==> src/isaPkg.sv <==
// Instruction set of the 16-bit pipelined core: widths, opcodes and the instruction formats
// Imported by the pipeline stages and used by the testbench to assemble programs
package isaPkg;

   localparam int wordWidth    = 16;
   localparam int regCount     = 8;
   localparam int regAddrWidth = 3;

   // Opcode sits in bits 15:11 of every format
   typedef enum logic [4:0] {
      OP_NOP  = 5'd0,
      OP_HALT = 5'd1,
      OP_ADD  = 5'd2,
      OP_SUB  = 5'd3,
      OP_AND  = 5'd4,
      OP_XOR  = 5'd5,
      OP_ADDI = 5'd6,
      OP_LD   = 5'd7,
      OP_ST   = 5'd8,
      OP_LBI  = 5'd9,
      OP_BEQZ = 5'd10
   } opcode_t;

   // R format: rd = rs op rt, pad bits are zero
   typedef struct packed {
      opcode_t                 opcode;
      logic [regAddrWidth-1:0] rs;
      logic [regAddrWidth-1:0] rt;
      logic [regAddrWidth-1:0] rd;
      logic [1:0]              pad;
   } rFmt_t;

   // I format: ADDI and LD write rt, ST stores rt, all use rs + imm5
   typedef struct packed {
      opcode_t                 opcode;
      logic [regAddrWidth-1:0] rs;
      logic [regAddrWidth-1:0] rt;
      logic [4:0]              imm5;
   } iFmt_t;

   // B format: LBI writes rs, BEQZ tests rs and jumps to pc + 1 + imm8
   typedef struct packed {
      opcode_t                 opcode;
      logic [regAddrWidth-1:0] rs;
      logic [7:0]              imm8;
   } bFmt_t;

   typedef union packed {
      rFmt_t rFmt;
      iFmt_t iFmt;
      bFmt_t bFmt;
   } instr_u;

endpackage

==> src/pipePkg.sv <==
// Pipeline-internal encodings and memory sizes shared by the stages
// The testbench takes the memory depths from here for its program loader
package pipePkg;

   localparam int imemDepth = 256;
   localparam int dmemDepth = 256;
   localparam int pcWidth   = 8;

   // Operation performed by the execute stage
   typedef enum logic [2:0] {
      ALU_ADD   = 3'd0,
      ALU_SUB   = 3'd1,
      ALU_AND   = 3'd2,
      ALU_XOR   = 3'd3,
      ALU_PASSB = 3'd4
   } aluOp_t;

   // Where the committed register value comes from
   typedef enum logic [1:0] {
      WB_ALU  = 2'd0,
      WB_MEM  = 2'd1,
      WB_NONE = 2'd2
   } wbSrc_t;

endpackage

==> src/decode.sv <==
`timescale 1ns/1ps
// Decode stage: field decoding, register file with writeback bypass, hazard stall,
// HALT detection, illegal-opcode error and the decode/execute register
module decode (
   input  logic                              clk,
   input  logic                              reset,
   input  isaPkg::instr_u                    instrD,
   input  logic [pipePkg::pcWidth-1:0]       pcD,
   input  logic                              validD,
   input  logic                              redirect,
   input  logic [isaPkg::regAddrWidth-1:0]   exWriteReg,
   input  logic                              exRegWrite,
   input  logic [isaPkg::regAddrWidth-1:0]   memWriteReg,
   input  logic                              memRegWrite,
   input  logic                              wbEn,
   input  logic [isaPkg::regAddrWidth-1:0]   wbReg,
   input  logic [isaPkg::wordWidth-1:0]      wbData,
   output logic                              stall,
   output logic                              haltSeen,
   output logic                              deValid,
   output pipePkg::aluOp_t                   deAluOp,
   output pipePkg::wbSrc_t                   deWbSrc,
   output logic                              deRegWrite,
   output logic [isaPkg::regAddrWidth-1:0]   deWriteReg,
   output logic                              deMemWrite,
   output logic                              deIsBranch,
   output logic                              deIsHalt,
   output logic [isaPkg::wordWidth-1:0]      deOperandA,
   output logic [isaPkg::wordWidth-1:0]      deOperandB,
   output logic [isaPkg::wordWidth-1:0]      deStoreData,
   output logic [pipePkg::pcWidth-1:0]       deBranchTarget,
   output logic                              err
);
   import isaPkg::*;
   import pipePkg::*;

   logic [wordWidth-1:0]    regFile [regCount];
   logic [regAddrWidth-1:0] rs, rt, writeReg;
   logic [wordWidth-1:0]    rsData, rtData, imm5Ext, imm8Ext, operandB;
   logic                    usesRs, usesRt, legal, regWrite, memWrite, isBranch, isHalt;
   logic                    haltLatched;
   aluOp_t                  aluOp;
   wbSrc_t                  wbSrc;

   function automatic logic inFlight(input logic [regAddrWidth-1:0] r);
      return (exRegWrite && exWriteReg == r) || (memRegWrite && memWriteReg == r);
   endfunction

   // rs occupies the same bits in all three views
   assign rs      = instrD.rFmt.rs;
   assign rt      = instrD.iFmt.rt;
   assign imm5Ext = {{(wordWidth-5){instrD.iFmt.imm5[4]}}, instrD.iFmt.imm5};
   assign imm8Ext = {{(wordWidth-8){instrD.bFmt.imm8[7]}}, instrD.bFmt.imm8};

   // A register written this cycle reads back its new value
   assign rsData = (wbEn && wbReg == rs) ? wbData : regFile[rs];
   assign rtData = (wbEn && wbReg == rt) ? wbData : regFile[rt];

   always_ff @(posedge clk) begin
      if (wbEn) begin
         regFile[wbReg] <= wbData;
      end
   end

   always_comb begin
      aluOp    = ALU_ADD;
      wbSrc    = WB_NONE;
      regWrite = 1'b0;
      writeReg = instrD.rFmt.rd;
      memWrite = 1'b0;
      isBranch = 1'b0;
      isHalt   = 1'b0;
      operandB = imm5Ext;
      usesRs   = 1'b0;
      usesRt   = 1'b0;
      legal    = 1'b1;
      case (instrD.rFmt.opcode)
         OP_NOP: ;
         OP_HALT: isHalt = 1'b1;
         OP_ADD, OP_SUB, OP_AND, OP_XOR: begin
            aluOp    = (instrD.rFmt.opcode == OP_SUB) ? ALU_SUB :
                       (instrD.rFmt.opcode == OP_AND) ? ALU_AND :
                       (instrD.rFmt.opcode == OP_XOR) ? ALU_XOR : ALU_ADD;
            wbSrc    = WB_ALU;
            regWrite = 1'b1;
            operandB = rtData;
            usesRs   = 1'b1;
            usesRt   = 1'b1;
         end
         OP_ADDI, OP_LD: begin
            wbSrc    = (instrD.iFmt.opcode == OP_LD) ? WB_MEM : WB_ALU;
            regWrite = 1'b1;
            writeReg = instrD.iFmt.rt;
            usesRs   = 1'b1;
         end
         OP_ST: begin
            memWrite = 1'b1;
            usesRs   = 1'b1;
            usesRt   = 1'b1;
         end
         OP_LBI: begin
            aluOp    = ALU_PASSB;
            wbSrc    = WB_ALU;
            regWrite = 1'b1;
            writeReg = instrD.bFmt.rs;
            operandB = imm8Ext;
         end
         OP_BEQZ: begin
            isBranch = 1'b1;
            usesRs   = 1'b1;
         end
         default: legal = 1'b0;
      endcase
   end

   assign stall    = validD && ((usesRs && inFlight(rs)) || (usesRt && inFlight(rt)));
   assign haltSeen = haltLatched || (validD && isHalt && !redirect);

   always_ff @(posedge clk) begin
      if (reset) begin
         deValid     <= 1'b0;
         haltLatched <= 1'b0;
         err         <= 1'b0;
      end else begin
         // Bubble on stall, squash behind a taken branch
         deValid <= validD && legal && !stall && !redirect;
         if (validD && isHalt && !redirect) begin
            haltLatched <= 1'b1;
         end
         if (validD && !legal && !redirect) begin
            err <= 1'b1;
         end
      end
      deAluOp        <= aluOp;
      deWbSrc        <= wbSrc;
      deRegWrite     <= regWrite;
      deWriteReg     <= writeReg;
      deMemWrite     <= memWrite;
      deIsBranch     <= isBranch;
      deIsHalt       <= isHalt;
      deOperandA     <= rsData;
      deOperandB     <= operandB;
      deStoreData    <= rtData;
      deBranchTarget <= pcD + 1'b1 + instrD.bFmt.imm8;
   end

   // A redirect during a stall still squashes the held instruction
   stallRedirect: assert property (@(posedge clk) disable iff (reset)
      stall && redirect |=> !validD)
      else $error("stalled instruction survived a redirect");

endmodule

==> config.mk <==
export PLATFORM = sky130hd
export DESIGN_NAME = decode
export DESIGN_NICKNAME = d
export VERILOG_FILES = /design/src/isaPkg.sv /design/src/pipePkg.sv /design/src/decode.sv
export SDC_FILE = /design/constraint.sdc
export NUM_CORES = 1
export LEC_CHECK = 0
export ABC_AREA = 1
export ABC_CLOCK_PERIOD_IN_PS = 4000
export BUFFER_PORTS_ARGS = -buffer_cell sky130_fd_sc_hd__buf_2
export CAP_MARGIN = 20
export CELL_PAD_IN_SITES_DETAIL_PLACEMENT = 2
export CELL_PAD_IN_SITES_GLOBAL_PLACEMENT = 2
export CORE_UTILIZATION = 37
export DETAILED_ROUTE_END_ITERATION = 10
export GPL_ROUTABILITY_DRIVEN = 0
export GPL_TIMING_DRIVEN = 0
export HOLD_SLACK_MARGIN = 0.02
export PLACE_DENSITY = 0.94
export SLEW_MARGIN = 15
export SYNTH_ARGS = -nofsm -noshare
export SYNTH_HDL_FRONTEND = slang
export SYNTH_SLANG_ARGS = --single-unit
==> constraint.sdc <==
create_clock -name clk -period 4 [get_ports clk]
set_input_delay 0.4 -clock clk [delete_from_list [all_inputs] [get_ports clk]]
set_output_delay 0.4 -clock clk [all_outputs]
set_load 0.01 [all_outputs]
Word level (Yosys, flattened, before mapping). Memories as Yosys holds them, arrays and structs flattened. A register that Yosys moved wholly into a read port is not among the register bits. Cells that the tools add are included.

Input bits: 56. Memories kept: 1. Register bits after elaboration: 55. Bits in writable memories: 128.

Muxes and demuxes: 18. Add/sub/neg operators: 2. Equality and inequality tests: 15. Reduce and logical (&&, ||, !) cells: 30.

Memories: regFile (words 8, width 16, read ports 2, clocked after memory_dff 1, write ports 1, RTL line decode.sv:37) `logic [wordWidth-1:0] regFile [regCount];`.

Operators by type and width (number): $pmux W16 S2 (1); $eq A5 B3 Y1 const B (4); $mux W16 (1); $eq A3 B3 Y1 (5); $eq A5 B4 Y1 const B (3); $logic_and A1 B1 Y1 (15); $pmux W3 S2 (2); $reduce_or A11 Y1 (1); $eq A5 B2 Y1 const B (2); $mux W1 (10); $reduce_or A5 Y1 (2); $add A8 B1 Y8 const B (1); $add A8 B8 Y8 (1); $reduce_or A8 Y1 (1); $reduce_or A7 Y1 (1); $mux W2 (3); $eq A5 B1 Y1 const B (1); $logic_not A5 Y1 (1); $logic_or A1 B1 Y1 (4); $pmux W2 S2 (1); $reduce_or A4 Y1 (1); $logic_not A1 Y1 (3); $reduce_or A2 Y1 (1).

Depth between registers and ports, before layout.
Word-level depth: 9. Gate-level depth with buffers: 11.

Worst setup path after synthesis. Ideal clock, no wire load.

Kind: input -> output. Start point: input instrD[5] in the netlist's numbering. End point: output stall. Slack: 2252 ps. Required time: 3600 ps. Data arrival time: 1348 ps. Cell stages on the path: 8. Cells stage by stage: buf_2 buf_2 nand2_1 a21boi_0 nand3_1 nand2_1 nand2_1 a21oi_1.

Cells in the longest elaborated chain, start to end: 6. Elaborated cells on any way between the ends: 8.

RTL lines: start: declaration (RTL line decode.sv:7) `input isaPkg::instr_u instrD,`; $eq A3 B3 Y1 (RTL line decode.sv:46) `return (exRegWrite && exWriteReg == r) || (memRegWrite && memWriteReg == r);`; $logic_and A1 B1 Y1 (RTL line decode.sv:46); $logic_or A1 B1 Y1 (*) (RTL line decode.sv:46); $logic_and A1 B1 Y1 (*) (RTL line decode.sv:116) `assign stall = validD && ((usesRs && inFlight(rs)) || (usesRt && inFlight(rt)));`; $logic_or A1 B1 Y1 (*) (RTL line decode.sv:116); $logic_and A1 B1 Y1 (*) (RTL line decode.sv:116); end: declaration (RTL line decode.sv:18) `output logic stall,`.

Every way passes the cells marked *; elsewhere a longest branch is shown, timed or not.

==> flow_summary.json <==
{
  "status": "completed",
  "syn_nets": 1051,
  "tightest_slew_ns": 0.886,
  "port_buffers": 127,
  "cp.arrival_ns": 2.69,
  "final_util_pct": 45.6,
  "fmax_mhz": 324,
  "rr_startpoint": "regFile[1][8]",
  "yosys.area.top_type_share_pct": 44.5,
  "cts_setup_buffers": 0,
  "clk_path_buf_depth": 2,
  "syn_inst": 987,
  "p_clk_share_pct": 37.9,
  "cp-start-kind": "register",
  "power_leakage_nw": 4.54,
  "chipHeight_microns": 155,
  "fin_cells": 1467,
  "fin_setup_tns_ns": 0,
  "p_sw_mw": 1.43,
  "htreeDepth": 4,
  "post-route-period-util_pct": 77.3,
  "fin_skew_ns": 0.0130,
  "slew_headroom_pct": 40.9,
  "mostFrequentLayoutCells": "nand2_1 (273), buf_2 (150), nand3_1 (130), edfxtp_1 (128), nor2_1 (92)",
  "cts.sinks": 186,
  "crit_fanout": 10,
  "multi_input_area_sq_mm": 0.00315,
  "wl_per_cell_microns": 27.9,
  "hp-class": "in2reg",
  "p_per_area_mw_per_mm2": 451,
  "overflow": 0,
  "grt.total_usage_pct": 35.2,
  "crit_type": "reg2out",
  "root_buffer": "clkbuf_16",
  "cts_resized": 0,
  "antenna_left": 0,
  "clk_pin_slew_ns": 0.08,
  "rsz0062_at_grt": "no",
  "ios": 128,
  "yosysWarnings": 0,
  "wl_microns": 40900,
  "cap_viol_max_count": 0,
  "cts_hold_buf": 0,
  "grt_pass1_wl_microns": 60500,
  "grt_max_degree": 19,
  "min_from": "instrD[8]",
  "p_comb_share_pct": 15.0,
  "die-width_microns": 155,
  "ff_latch_area_sq_mm": 0.00500,
  "antenna_found_initial": 0,
  "core_area_sq_mm": 0.0228,
  "num_vias": 8526,
  "remaining_drc_errors": 0,
  "initial_core_util_pct": 37.9,
  "ys_types": 33,
  "crit_required_ns": 3.60,
  "ff2ff_path_depth": 6,
  "layout.cells.most_common": "nand2_1",
  "fin_crit_ns": 3.09,
  "cts_buffers": 17,
  "ys_seq_elements": 186,
  "synth.area.top_cells": "edfxtp_1 (44%), dfxtp_1 (13%), nand2_1 (12%), nand3_1 (7.5%), nor2_1 (4.3%)",
  "fillerInstances": 2506,
  "avgSynthCellArea_sq_um": 8.75,
  "setup_violations": 0,
  "synth_area_sq_mm": 0.00864,
  "p_int_mw": 3.26,
  "rows": 55,
  "area_growth_syn_to_layout_pct": 20.3,
  "dp_cells": 1435,
  "viasPerCell": 5.81,
  "yosysTopAreaCell": "edfxtp_1",
  "ff2ff_setup_slack_ns": 2.56,
  "die_area_sq_mm": 0.0240,
  "drive_gt1_share_pct": 18.9,
  "clock_latency_ns": 0.45,
  "hold_violations": 0,
  "ir_worst_vdd_v": 0.000351,
  "r2r_end": "deOperandB[8]",
  "diodes": 0,
  "drt_pass1_iterations": 6,
  "ys_seq_area_share_pct": 57.9,
  "p_sw_share_pct": 30.5,
  "drt_first_iter_violations": 693,
  "final_nets": 1205,
  "grt_pass1_vias": 9683,
  "worstSetupEndpointType": "output port",
  "hold_depth": 1,
  "timing.final.max_slew_violations": 0,
  "dp_hpwl_microns": 28100,
  "cts_tree": "built",
  "power_frac_seq_pct": 47.1
}
[sequential cells by signal, summed over array words and instances (netlist names), 2 cells and up, named ones only]
| signal | count |
|---|---|
| regFile | 128 |
| deOperandB | 16 |
| deStoreData | 16 |
| deBranchTarget | 8 |
| deAluOp | 3 |
| deWriteReg | 3 |
| deWbSrc | 2 |
[power by group through the flow]
stage	sequential, mW	clock, mW	combinational [mW]
finish	2.21	1.78	0.704
global route	2.21	1.84	0.745
CTS	2.21	1.78	0.693
detailed placement	2.25	0	0.667
global placement	2.24	0	0.604
floorplan	2.26	0	0.304
[final cells by class]
class	instances	area share [%]
multi-input combinational	674	30.3
clock inverter	13	1.14
tap	313	3.77
sequential	186	48.1
timing repair buffer	135	7.23
inverter	78	2.82
clock buffer	19	4.57
buffer	49	2.08
[worst max-delay path: stages, from the launching register on]
cell      delay, ns
dfxtp_1        0.50
clkbuf_1       0.68
o21ai_0        0.25
o21ai_0        0.26
a21oi_1        0.08
a31oi_1        0.27
buf_2          0.20
[cells by family after synthesis]
family	after synthesis	share of synthesized area, %
flops	186	57.9
buf+inv	127	5.89
compound gates	129	8.21
simple gates	528	25.8
fa+ha+maj	8	1.25
xor+xnor	9	0.912
[layer usage]
metal	global-route usage (%)	vias up	share of wire, %
met5	0	-	0
li1	-	3605	-
met3	8.60	170	7.1
met2	60.5	488	49
met1	39.1	4263	37
met4	22.3	0	6.2
[per-stage QoR]
stage,worst slack [ns],power (mW),hold WS [ns],cell area [sq um]
2_1_floorplan,2.25,2.57,0.428,8640
3_3_place_gp,1.36,2.84,0.442,9670
3_5_place_dp,1.55,2.91,0.476,9800
4_1_cts,1.01,4.68,0.107,10400
5_1_grt,0.871,4.80,0.109,10400
6_report,0.910,4.69,0.116,10400
[worst max-delay path by stage]
stage                    from  depth (start not counted)             end
floorplan           instrD[5]                          8           stall
CTS                  register                          7   deOperandA[2]
detailed placement   register                          7   deOperandA[7]
finish               register                          6  deOperandA[11]
global route         register                          7   deOperandA[2]
global placement         wbEn                          5  regFile[0][13]
[Yosys cell counts, drive strengths merged]
cell	count
ha	7
xnor2	4
dfxtp	58
buf	26
o21ai	70
a21boi	1
nand3b	1
nor2	105
o21bai	1
clkbuf	23
inv	77
a21o	1
edfxtp	128
nand2	274
a21oi	35
nand3	130
nand4	3
clkinv	1
o221ai	3
xor2	5
a31oi	18
nor3	2
fa	1
or2	13
Power figures use the tool's default switching activity.
