[config.mk]
export PLATFORM = sky130hd
export DESIGN_NAME = execute
export DESIGN_NICKNAME = d
export VERILOG_FILES = /design/src/isaPkg.sv /design/src/pipePkg.sv /design/src/execute.sv
export SDC_FILE = /design/constraint.sdc
export NUM_CORES = 1
export LEC_CHECK = 0
export BUFFER_PORTS_ARGS = -buffer_cell sky130_fd_sc_hd__buf_4
export CAP_MARGIN = 20
export CORE_MARGIN = 10
export CORE_UTILIZATION = 50
export DETAILED_ROUTE_END_ITERATION = 10
export PLACE_DENSITY_LB_ADDON = 0.05
export SLEW_MARGIN = 20
export SYNTH_ARGS = -nofsm -noshare
export SYNTH_HDL_FRONTEND = slang
export SYNTH_SLANG_ARGS = --single-unit
[constraint.sdc]
create_clock -name clk -period 12 [get_ports clk]
set_input_delay 2.4 -clock clk [delete_from_list [all_inputs] [get_ports clk]]
set_output_delay 2.4 -clock clk [all_outputs]
set_load 0.05 [all_outputs]
[src/isaPkg.sv]
// Instruction set of the 16-bit pipelined core: widths, opcodes and the instruction formats
// Imported by the pipeline stages and used by the testbench to assemble programs
package isaPkg;

   localparam int wordWidth    = 16;
   localparam int regCount     = 8;
   localparam int regAddrWidth = 3;

   // Opcode sits in bits 15:11 of every format
   typedef enum logic [4:0] {
      OP_NOP  = 5'd0,
      OP_HALT = 5'd1,
      OP_ADD  = 5'd2,
      OP_SUB  = 5'd3,
      OP_AND  = 5'd4,
      OP_XOR  = 5'd5,
      OP_ADDI = 5'd6,
      OP_LD   = 5'd7,
      OP_ST   = 5'd8,
      OP_LBI  = 5'd9,
      OP_BEQZ = 5'd10
   } opcode_t;

   // R format: rd = rs op rt, pad bits are zero
   typedef struct packed {
      opcode_t                 opcode;
      logic [regAddrWidth-1:0] rs;
      logic [regAddrWidth-1:0] rt;
      logic [regAddrWidth-1:0] rd;
      logic [1:0]              pad;
   } rFmt_t;

   // I format: ADDI and LD write rt, ST stores rt, all use rs + imm5
   typedef struct packed {
      opcode_t                 opcode;
      logic [regAddrWidth-1:0] rs;
      logic [regAddrWidth-1:0] rt;
      logic [4:0]              imm5;
   } iFmt_t;

   // B format: LBI writes rs, BEQZ tests rs and jumps to pc + 1 + imm8
   typedef struct packed {
      opcode_t                 opcode;
      logic [regAddrWidth-1:0] rs;
      logic [7:0]              imm8;
   } bFmt_t;

   typedef union packed {
      rFmt_t rFmt;
      iFmt_t iFmt;
      bFmt_t bFmt;
   } instr_u;

endpackage

[src/pipePkg.sv]
// Pipeline-internal encodings and memory sizes shared by the stages
// The testbench takes the memory depths from here for its program loader
package pipePkg;

   localparam int imemDepth = 256;
   localparam int dmemDepth = 256;
   localparam int pcWidth   = 8;

   // Operation performed by the execute stage
   typedef enum logic [2:0] {
      ALU_ADD   = 3'd0,
      ALU_SUB   = 3'd1,
      ALU_AND   = 3'd2,
      ALU_XOR   = 3'd3,
      ALU_PASSB = 3'd4
   } aluOp_t;

   // Where the committed register value comes from
   typedef enum logic [1:0] {
      WB_ALU  = 2'd0,
      WB_MEM  = 2'd1,
      WB_NONE = 2'd2
   } wbSrc_t;

endpackage

[src/execute.sv]
`timescale 1ns/1ps
// Execute stage: ALU, BEQZ resolution with redirect, and the execute/memory register
module execute (
   input  logic                              clk,
   input  logic                              reset,
   input  logic                              deValid,
   input  pipePkg::aluOp_t                   deAluOp,
   input  pipePkg::wbSrc_t                   deWbSrc,
   input  logic                              deRegWrite,
   input  logic [isaPkg::regAddrWidth-1:0]   deWriteReg,
   input  logic                              deMemWrite,
   input  logic                              deIsBranch,
   input  logic                              deIsHalt,
   input  logic [isaPkg::wordWidth-1:0]      deOperandA,
   input  logic [isaPkg::wordWidth-1:0]      deOperandB,
   input  logic [isaPkg::wordWidth-1:0]      deStoreData,
   input  logic [pipePkg::pcWidth-1:0]       deBranchTarget,
   output logic                              redirect,
   output logic [pipePkg::pcWidth-1:0]       redirectPc,
   output logic [isaPkg::regAddrWidth-1:0]   exWriteReg,
   output logic                              exRegWrite,
   output logic                              emValid,
   output pipePkg::wbSrc_t                   emWbSrc,
   output logic                              emRegWrite,
   output logic [isaPkg::regAddrWidth-1:0]   emWriteReg,
   output logic                              emMemWrite,
   output logic                              emIsHalt,
   output logic [isaPkg::wordWidth-1:0]      emAluResult,
   output logic [isaPkg::wordWidth-1:0]      emStoreData
);
   import isaPkg::*;
   import pipePkg::*;

   logic [wordWidth-1:0] aluResult;

   // LD and ST arrive as ALU_ADD, so the result is their address
   always_comb begin
      case (deAluOp)
         ALU_ADD: aluResult = deOperandA + deOperandB;
         ALU_SUB: aluResult = deOperandA - deOperandB;
         ALU_AND: aluResult = deOperandA & deOperandB;
         ALU_XOR: aluResult = deOperandA ^ deOperandB;
         default: aluResult = deOperandB;
      endcase
   end

   // BEQZ taken when rs is zero
   assign redirect   = deValid && deIsBranch && (deOperandA == '0);
   assign redirectPc = deBranchTarget;

   // Destination still in flight, for the decode hazard check
   assign exWriteReg = deWriteReg;
   assign exRegWrite = deValid && deRegWrite;

   always_ff @(posedge clk) begin
      if (reset) begin
         emValid <= 1'b0;
      end else begin
         emValid <= deValid;
      end
      emWbSrc     <= deWbSrc;
      emRegWrite  <= deRegWrite;
      emWriteReg  <= deWriteReg;
      emMemWrite  <= deMemWrite;
      emIsHalt    <= deIsHalt;
      emAluResult <= aluResult;
      emStoreData <= deStoreData;
   end

   // Both younger instructions are squashed, so a redirect never repeats
   redirectPulse: assert property (@(posedge clk) disable iff (reset) redirect |=> !redirect)
      else $error("redirect held for more than one cycle");

endmodule

Word level (Yosys, flattened, before mapping)
Cells that the tools add are included.
{"block": "op_classes", "n_addsub": 2, "n_eq_ne": 3, "n_mux": 1, "bitwise": 2, "n_reduce_logical": 5}
{"operator": "$pmux W16 S4", "count": 1}
{"operator": "$add A16 B16 Y16", "count": 1}
{"operator": "$and A16 B16 Y16", "count": 1}
{"operator": "$logic_not A16 Y1", "count": 1}
{"operator": "$sub A16 B16 Y16", "count": 1}
{"operator": "$xor A16 B16 Y16", "count": 1}
{"operator": "$eq A3 B2 Y1 const B", "count": 2}
{"operator": "$eq A3 B1 Y1 const B", "count": 1}
{"operator": "$logic_and A1 B1 Y1", "count": 3}
{"operator": "$logic_not A3 Y1", "count": 1}
{"block": "word_totals", "register_bits": 41, "out_inout_bits": 54, "elab_cells": 21}

Depth between registers and ports, before layout
Gate-level depths: netlist of the first run.
{"block": "logic_depth", "depth_word": 2, "mapped_depth": 14, "depth_no_buf": 14}

Worst setup path after synthesis of the first run
OpenSTA, ideal clock, no wires.
{"block": "synth_path", "path_kind": "input to register", "start": "input deAluOp[0]", "end": "register emAluResult[15] (netlist name)", "arrival_time_ns": 5.431, "t_required_ns": 11.878, "setup_slack_ns": 6.447, "stages": 13, "path_buffers": 2, "path_cell_list": "clkbuf_1 -> buf_1 -> nand2_1 -> o21ai_0 -> inv_1 -> ha_1 -> nor2b_1 -> o31ai_2 -> o21ai_1 -> a211o_2 -> a311oi_2 -> xnor2_1 -> a221o_1"}
{"block": "synth_between", "elab_chain_len": 2, "elab_cells_between_ends": 5, "cone_classes": "3 x eq/ne; 1 x mux; 1 x reduce/logical"}
{"element": "start: declaration", "line": "execute.sv:7", "rtl": "input pipePkg::aluOp_t deAluOp,"}
{"element": "$eq A3 B2 Y1 (tied with other cells)", "line": "execute.sv:38", "rtl": "case (deAluOp)"}
{"element": "$pmux W16 S4 *", "line": "execute.sv:38"}
{"element": "via aluResult[15]", "line": "execute.sv:34", "rtl": "logic [wordWidth-1:0] aluResult;"}
{"element": "end signal: assignment", "line": "execute.sv:66", "rtl": "emAluResult <= aluResult;"}
{"element": "end: declaration", "line": "execute.sv:28", "rtl": "output logic [isaPkg::wordWidth-1:0] emAluResult,"}
Mark *: on every way through the listed nets, which the timed path passes. The rest lies on a longest branch.
A chain may end at the register's enable or synchronous reset.

Worst setup path in the final report of the first run
{"block": "layout_path", "start": "input deOperandA[3] (netlist name)", "end": "output redirect"}
{"block": "layout_between", "elab_chain_len": 2}
{"element": "start: declaration", "line": "execute.sv:14", "rtl": "input logic [isaPkg::wordWidth-1:0] deOperandA,"}
{"element": "$logic_not A16 Y1", "line": "execute.sv:48", "rtl": "assign redirect = deValid && deIsBranch && (deOperandA == '0);"}
{"element": "$logic_and A1 B1 Y1", "line": "execute.sv:48"}
{"element": "end: declaration", "line": "execute.sv:18", "rtl": "output logic redirect,"}
Every way passes these cells.

==> metrics.md, run 1 <==
| Metric | Value |
|---|---|
| Status | `finished, final reports clean` |
| Global-route wire length before repair | `12400 microns` |
| Setup repair bufs after CTS | `0` |
| Fin. Hold Viols | `0` |
| Fin nets | `483` |
| WP data required | `9600 ps` |
| Mapped Nets | `387` |
| Crit path kind | `input port to output port` |
| Cts hold-fix bufs | `0` |
| Crit path to | `redirect` |
| Maxcap violations | `0` |
| HP Start | `deStoreData[10]` |
| Cell row count | `26` |
| DRT Pass-1 Iters | `4` |
| VDD IR max | `0.0656 mV` |
| Initial antenna violation count | `0` |
| Chip Width | `92.3 microns` |
| CP startpoint | `deOperandA[3]` |
| GPL Wtd Cong | `0.888` |
| Fin crit period | `5850 ps` |
| Synth Area per Inst | `9.23 sq um` |
| Pin count of the biggest net entering global routing | `21` |
| WHS | `2200 ps` |
| DRC viols | `0` |
| Count of state elements after synthesis | `41` |
| Syn Inst Count | `283` |
| Post-synth ARST share | `0` |
| Ports | `125` |
| Clock power frac | `0.297` |
| Worst Path Max Fanout | `3` |
| Ys Warns | `0` |
| Core ar. | `5070 sq um` |
| Layout Area Growth over Synthesis | `35.3%` |
| Initial Util | `0.515` |
| Combinational power share | `0.374` |
| Synth cell types | `52` |
| Netlist area before placement | `2610 sq um` |
| Resize count post-CTS | `0` |
| Setup TNS | `0 ps` |
| Area leader, netlist | `dfxtp_1` |
| Vias per cell | `5.44` |
| CTS clk-pin slew, worst paths | `80 ps` |
| DR WL met2 | `3730 microns` |
| Crit start category | `input port` |
| Met3 routed WL | `672 microns` |
| Die Y | `92.3 microns` |
| Total number of vias | `2449` |
| Routed Antenna Nets | `0` |
| PnR Total Power | `458 uW` |
| Met1 WL | `3270 microns` |
| Leak pwr | `0.00170 uW` |
| Max Freq | `171 MHz` |
| Final setup viols | `0` |
| Grt ovf | `0` |
| Relative slew slack | `0.601` |
| Post-synth EDFFs | `0` |
| CTS tree | `built` |
| Switching Fraction | `0.347` |
| Reg power frac | `0.329` |
| Crit end category | `output port` |
| Clock Root Buffer | `clkbuf_8` |
| Ant diodes | `0` |
| Psw | `159 uW` |
| Clock Sinks | `41` |
| Top Metal Used | `met4` |
| Register area share after synthesis | `0.314` |
| P per Cell Area | `130 nW/um^2` |
| Fill count | `438` |
| Worst Tran Pin Value | `597 ps` |
| Global router's overall resource usage | `0.178` |
| Area contributors post-synth | `dfxtp_1, ha_1, xnor2_1` |
| Maximum clock insertion buffer count | `2` |
| Share of cells above drive strength 1 | `0.342` |
| Internal Power | `299 uW` |
| RSZ-0062 raised after global routing | `no` |
| WP data arrival | `3450 ps` |
| H-tree Lvls | `2` |
| Die area | `8520 sq um` |
| Vias in the first global route | `2462` |
| Routed len/inst | `17.3 microns` |
| DP Wirelength | `6180 microns` |
| Post-synth top area share | `0.314` |
| Worst min path class | `input port to register` |
| DR iter-0 viols | `157` |
| Final Max Slew Viols | `0` |
| Port Buffer Count | `108` |
| Final wirelength | `7790 microns` |
| CTS Buf Count | `5` |
| Final Cycle Share | `0.487` |
| Most common flop cell mapped by yosys | `dfxtp_1` |
## metrics by stage
step                utilization  worst slack, ps  cell area [sq um]  instances
floorplan                     -             6450               2610        283
global placement          0.670             6210               3400        442
detailed placement        0.670             6190               3400        442
CTS                       0.697             6170               3540        450
global route              0.697             6100               3540        450
finish                    0.697             6150               3540        450
## layout by cell type, fill, tap and decap left out, drive strengths merged, types with 3 or more instances in the layout
master	netlist	routed
nor3	8	8
nor4	5	5
a31oi	4	4
o31ai	3	3
dfxtp	41	41
a21oi	19	19
and2	4	4
o22ai	3	3
nand2	13	13
inv	11	12
a21o	3	3
nor2b	5	5
xor2	8	8
mux2	8	8
clkbuf	7	5
mux2i	11	11
o21a	5	5
buf	12	108
xnor2	15	15
nor2	19	19
ha	32	32
nand2b	7	7
o21ai	13	13
## power groups by stage
stage | Combinational [uW] | Sequential [uW] | Clock (uW)
3_5_place_dp | 170 | 154 | 0
6_report | 171 | 151 | 136
5_1_grt | 185 | 152 | 146
4_1_cts | 172 | 151 | 140
3_3_place_gp | 169 | 154 | 0
2_1_floorplan | 79.3 | 196 | 0
## sequential cells by signal, indices dropped and copies added (netlist names)
register / cells
emAluResult: 16
emStoreData: 16
emWriteReg: 3
emWbSrc: 2
emIsHalt: 1
emMemWrite: 1
emRegWrite: 1
emValid: 1
## final cells by class
class	instances	area (sq um)	share of cell area
Clock inverter	3	68.8	0.0195
Sequential cell	41	821	0.232
Clock buffer	5	68.8	0.0195
Inverter	11	41.3	0.0117
Timing Repair Buffer	108	811	0.229
Tap cell	70	87.6	0.0248
Multi-Input combinational cell	212	1640	0.463
## synth_stat cells (all sizes together) (2+ instances only)
| library cell | instances |
|---|---|
| dfxtp | 41 |
| ha | 32 |
| a21oi | 19 |
| nor2 | 19 |
| xnor2 | 15 |
| nand2 | 13 |
| o21ai | 13 |
| buf | 12 |
| inv | 11 |
| mux2i | 11 |
| mux2 | 8 |
| nor3 | 8 |
| xor2 | 8 |
| clkbuf | 7 |
| nand2b | 7 |
| nor2b | 5 |
| nor4 | 5 |
| o21a | 5 |
| a31oi | 4 |
| and2 | 4 |
| a21o | 3 |
| o22ai | 3 |
| o31ai | 3 |
| a211oi | 2 |
| a221o | 2 |
| and3 | 2 |
| and4 | 2 |
| nand3 | 2 |
| nor4b | 2 |
## worst min path at each step
stage	end	slack, ps	depth (start not counted)
floorplan	emIsHalt	2430	0
global placement	emStoreData[10]	2500	1
detailed placement	emStoreData[10]	2510	1
CTS	emStoreData[13]	2190	1
global route	emIsHalt	2180	1
finish	emStoreData[10]	2200	1
## cells by family (layout without fill, tap and decap cells)
kind of cell	count (synthesis)	after routing	synth area share
buffers and inverters	30	127	0.0589
adder cells (fa/ha/maj)	33	33	0.161
flip-flops	41	41	0.314
AO/OA/AOI/OAI	66	66	0.170
multiplexers	19	19	0.0766
XOR/XNOR	23	23	0.0771
AND/OR/NAND/NOR	71	71	0.143
## routing by layer
metal  up-vias  track usage
met4         0       0.0540
met3        11       0.0562
li1       1201            -
met5         -            0
met1      1134        0.206
met2       103        0.305
## worst max-delay path: stages
cell	delay [ps]
buf_4	120
nor4_1	440
and4_1	290
buf_4	200
Note: power is estimated with default switching activity, not from simulation.
==> run 2, diff against run 1 <==
CORE_UTILIZATION = 47   (was 50)
clock period = 6.1 ns   (was 12 ns; I/O delays follow)
==> run 2 against run 1 <==
Die area is 5.0% higher. Setup slack worse by 4500 ps. Largest cell class unchanged. Sequential power is 97% higher. Critical path type is now input port to register. Flip-flop and latch count stayed put. Critical path depth is 9 higher. Highest routed layer unchanged.
==> metrics.md, run 2 (synthesis results as in run 1) <==
| Metric | Value |
|---|---|
| DRT Pass-1 Iters | `4 (unchanged)` |
| Ports | `125 (unchanged)` |
| Clock Root Buffer | `clkbuf_8` |
| Initial Util | `0.480 (-0.0345)` |
| Cts hold-fix bufs | `0 (unchanged)` |
| Chip Width | `94.6 microns (+2.5%)` |
| Crit path kind | `input port to register` |
| Relative slew slack | `0.563 (-0.0382)` |
| Fin crit period | `4400 ps` |
| Fin area | `3540 sq um (about the same)` |
| Crit end category | `register` |
| H-tree Lvls | `2 (unchanged)` |
| Fin nets | `483 (unchanged)` |
| Top Registers | `emAluResult x16, emStoreData x16, emWriteReg x3` |
| Worst Tran Pin Value | `654 ps (+57.2 ps)` |
| Resize count post-CTS | `0 (unchanged)` |
| Switching Fraction | `0.348 (+0.00112)` |
| Fill count | `463 (+5.7%)` |
| Non-Filler Instances | `452 (+0.44%)` |
| Setup repair bufs after CTS | `0 (unchanged)` |
| WP data required | `6290 ps (-3310 ps)` |
| Pin count of the biggest net entering global routing | `21 (unchanged)` |
| Vias in the first global route | `2445 (-0.69%)` |
| Global-route wire length before repair | `11800 microns (-4.8%)` |
| Layout Area Growth over Synthesis | `35.4% (about the same)` |
| Global router's overall resource usage | `0.164 (-0.0142)` |
| Share of cells above drive strength 1 | `0.342 (unchanged)` |
| Clock power frac | `0.299 (+0.002)` |
| Die area | `8940 sq um (+5.0%)` |
| Port Buffer Count | `108 (unchanged)` |
| Final wirelength | `7670 microns (-1.5%)` |
| Crit start category | `input port` |
| Max Freq | `227 MHz` |
| Commonest non-fill, non-tap cell in the layout | `buf_4` |
| Final Cycle Share | `0.721` |
| Fin. Hold Viols | `0 (unchanged)` |
| WHS | `1010 ps (-1190 ps)` |
| Core ar. | `5440 sq um (+7.2%)` |
| Total number of vias | `2420 (-1.2%)` |
| Placed cells | `444 (+0.45%)` |
| Combinational power share | `0.373 (about the same)` |
| Grt ovf | `0 (unchanged)` |
| P per Cell Area | `255 nW/um^2 (+97%)` |
| CTS Buf Count | `5 (unchanged)` |
| Status | `finished, final reports clean` |
| DR iter-0 viols | `105 (-33%)` |
| CTS clk-pin slew, worst paths | `100 ps (+20 ps)` |
| Cell row count | `27 (+3.8%)` |
| GPL Wtd Cong | `1.00 (+13%)` |
| Clock Sinks | `41 (unchanged)` |
| Leak pwr | `0.00170 uW (unchanged)` |
| Final setup viols | `0 (unchanged)` |
| WP data arrival | `4590 ps (+1140 ps)` |
| Critical path's slowest cell | `nor2_1` |
| Worst Setup Slack, final | `1700 ps (-4450 ps)` |
| DRC viols | `0 (unchanged)` |
| Worst Path Max Fanout | `20 (+17)` |
| VDD IR max | `0.147 mV (+120%)` |
| Most frequent cells in the layout | `buf_4, dfxtp_1, ha_1` |
| Vias per cell | `5.35 (-1.6%)` |
| Slowest Stage Delay on Critical Path | `530 ps (+90 ps)` |
| CTS tree | `built` |
| Die Y | `94.6 microns (+2.5%)` |
| Internal Power | `589 uW (+97%)` |
| RSZ-0062 raised after global routing | `no` |
| DP Wirelength | `6110 microns (-1.1%)` |
| Psw | `315 uW (+98%)` |
| Worst min path class | `input port to register` |
| DP Area | `3400 sq um (about the same)` |
| Routed len/inst | `17.0 microns (-2.0%)` |
| Ant diodes | `0 (unchanged)` |
| Setup TNS | `0 ps (unchanged)` |
| Maxcap violations | `0 (unchanged)` |
| Cells along the critical path | `buf_4 -> nor2_1 -> and2_1 -> nor2_1 -> xnor2_1 -> ha_1 -> o21ai_0 -> o21bai_1 -> a21o_1 -> a211o_2 -> a311oi_2 -> xnor2_1 -> a221o_1` |
| Final Max Slew Viols | `0 (unchanged)` |
| Reg power frac | `0.328 (about the same)` |
| Initial antenna violation count | `0 (unchanged)` |
| Routed Antenna Nets | `0 (unchanged)` |
| Worst slack at placement | `1430 ps (-4760 ps)` |
| Maximum clock insertion buffer count | `2 (unchanged)` |
[run 2: through the flow]
step	util	total power, uW
global route	0.651	950
global placement	0.625	635
detailed placement	0.625	638
CTS	0.651	910
finish	0.651	903
floorplan	-	542
[run 2: worst paths after layout]
kind / slack (ps) / startpoint / endpoint / cells after the start
hold / removal: 1010 / deStoreData[10] / emStoreData[10] / 1
setup / recovery: 1700 / deAluOp[2] / emAluResult[15] / 13
[run 2: worst max-delay path, delay by kind of cell]
kind | cells | cell delay, ps
compound gates | 6 | 1450
fa+ha+maj | 1 | 330
buf+inv | 1 | 190
xor+xnor | 2 | 250
simple gates | 3 | 1140
[run 2: area by class of cell]
type	instances	area, sq um	area share
multi-input cells	212	1640	0.463
flip-flops and latches	41	821	0.232
repair buffers	108	811	0.229
well taps	72	90.1	0.0255
clock buffers	5	68.8	0.0194
clock inverters	3	68.8	0.0194
inverters	11	41.3	0.0117
[run 2: power by group through the flow]
stage	Sequential [uW]	Clock, uW	Combinational [uW]
2_1_floorplan	386	0	156
6_report	297	270	337
3_5_place_dp	303	0	335
3_3_place_gp	303	0	333
4_1_cts	297	275	337
5_1_grt	299	287	364
[run 2: per-layer routing]
metal | vias to the layer above | track usage | share of wire
met1 | 1111 | 0.195 | 0.41
met5 | - | 0 | 0
met4 | 0 | 0.0574 | 0.014
met3 | 10 | 0.0531 | 0.093
met2 | 100 | 0.269 | 0.48
li1 | 1199 | - | -
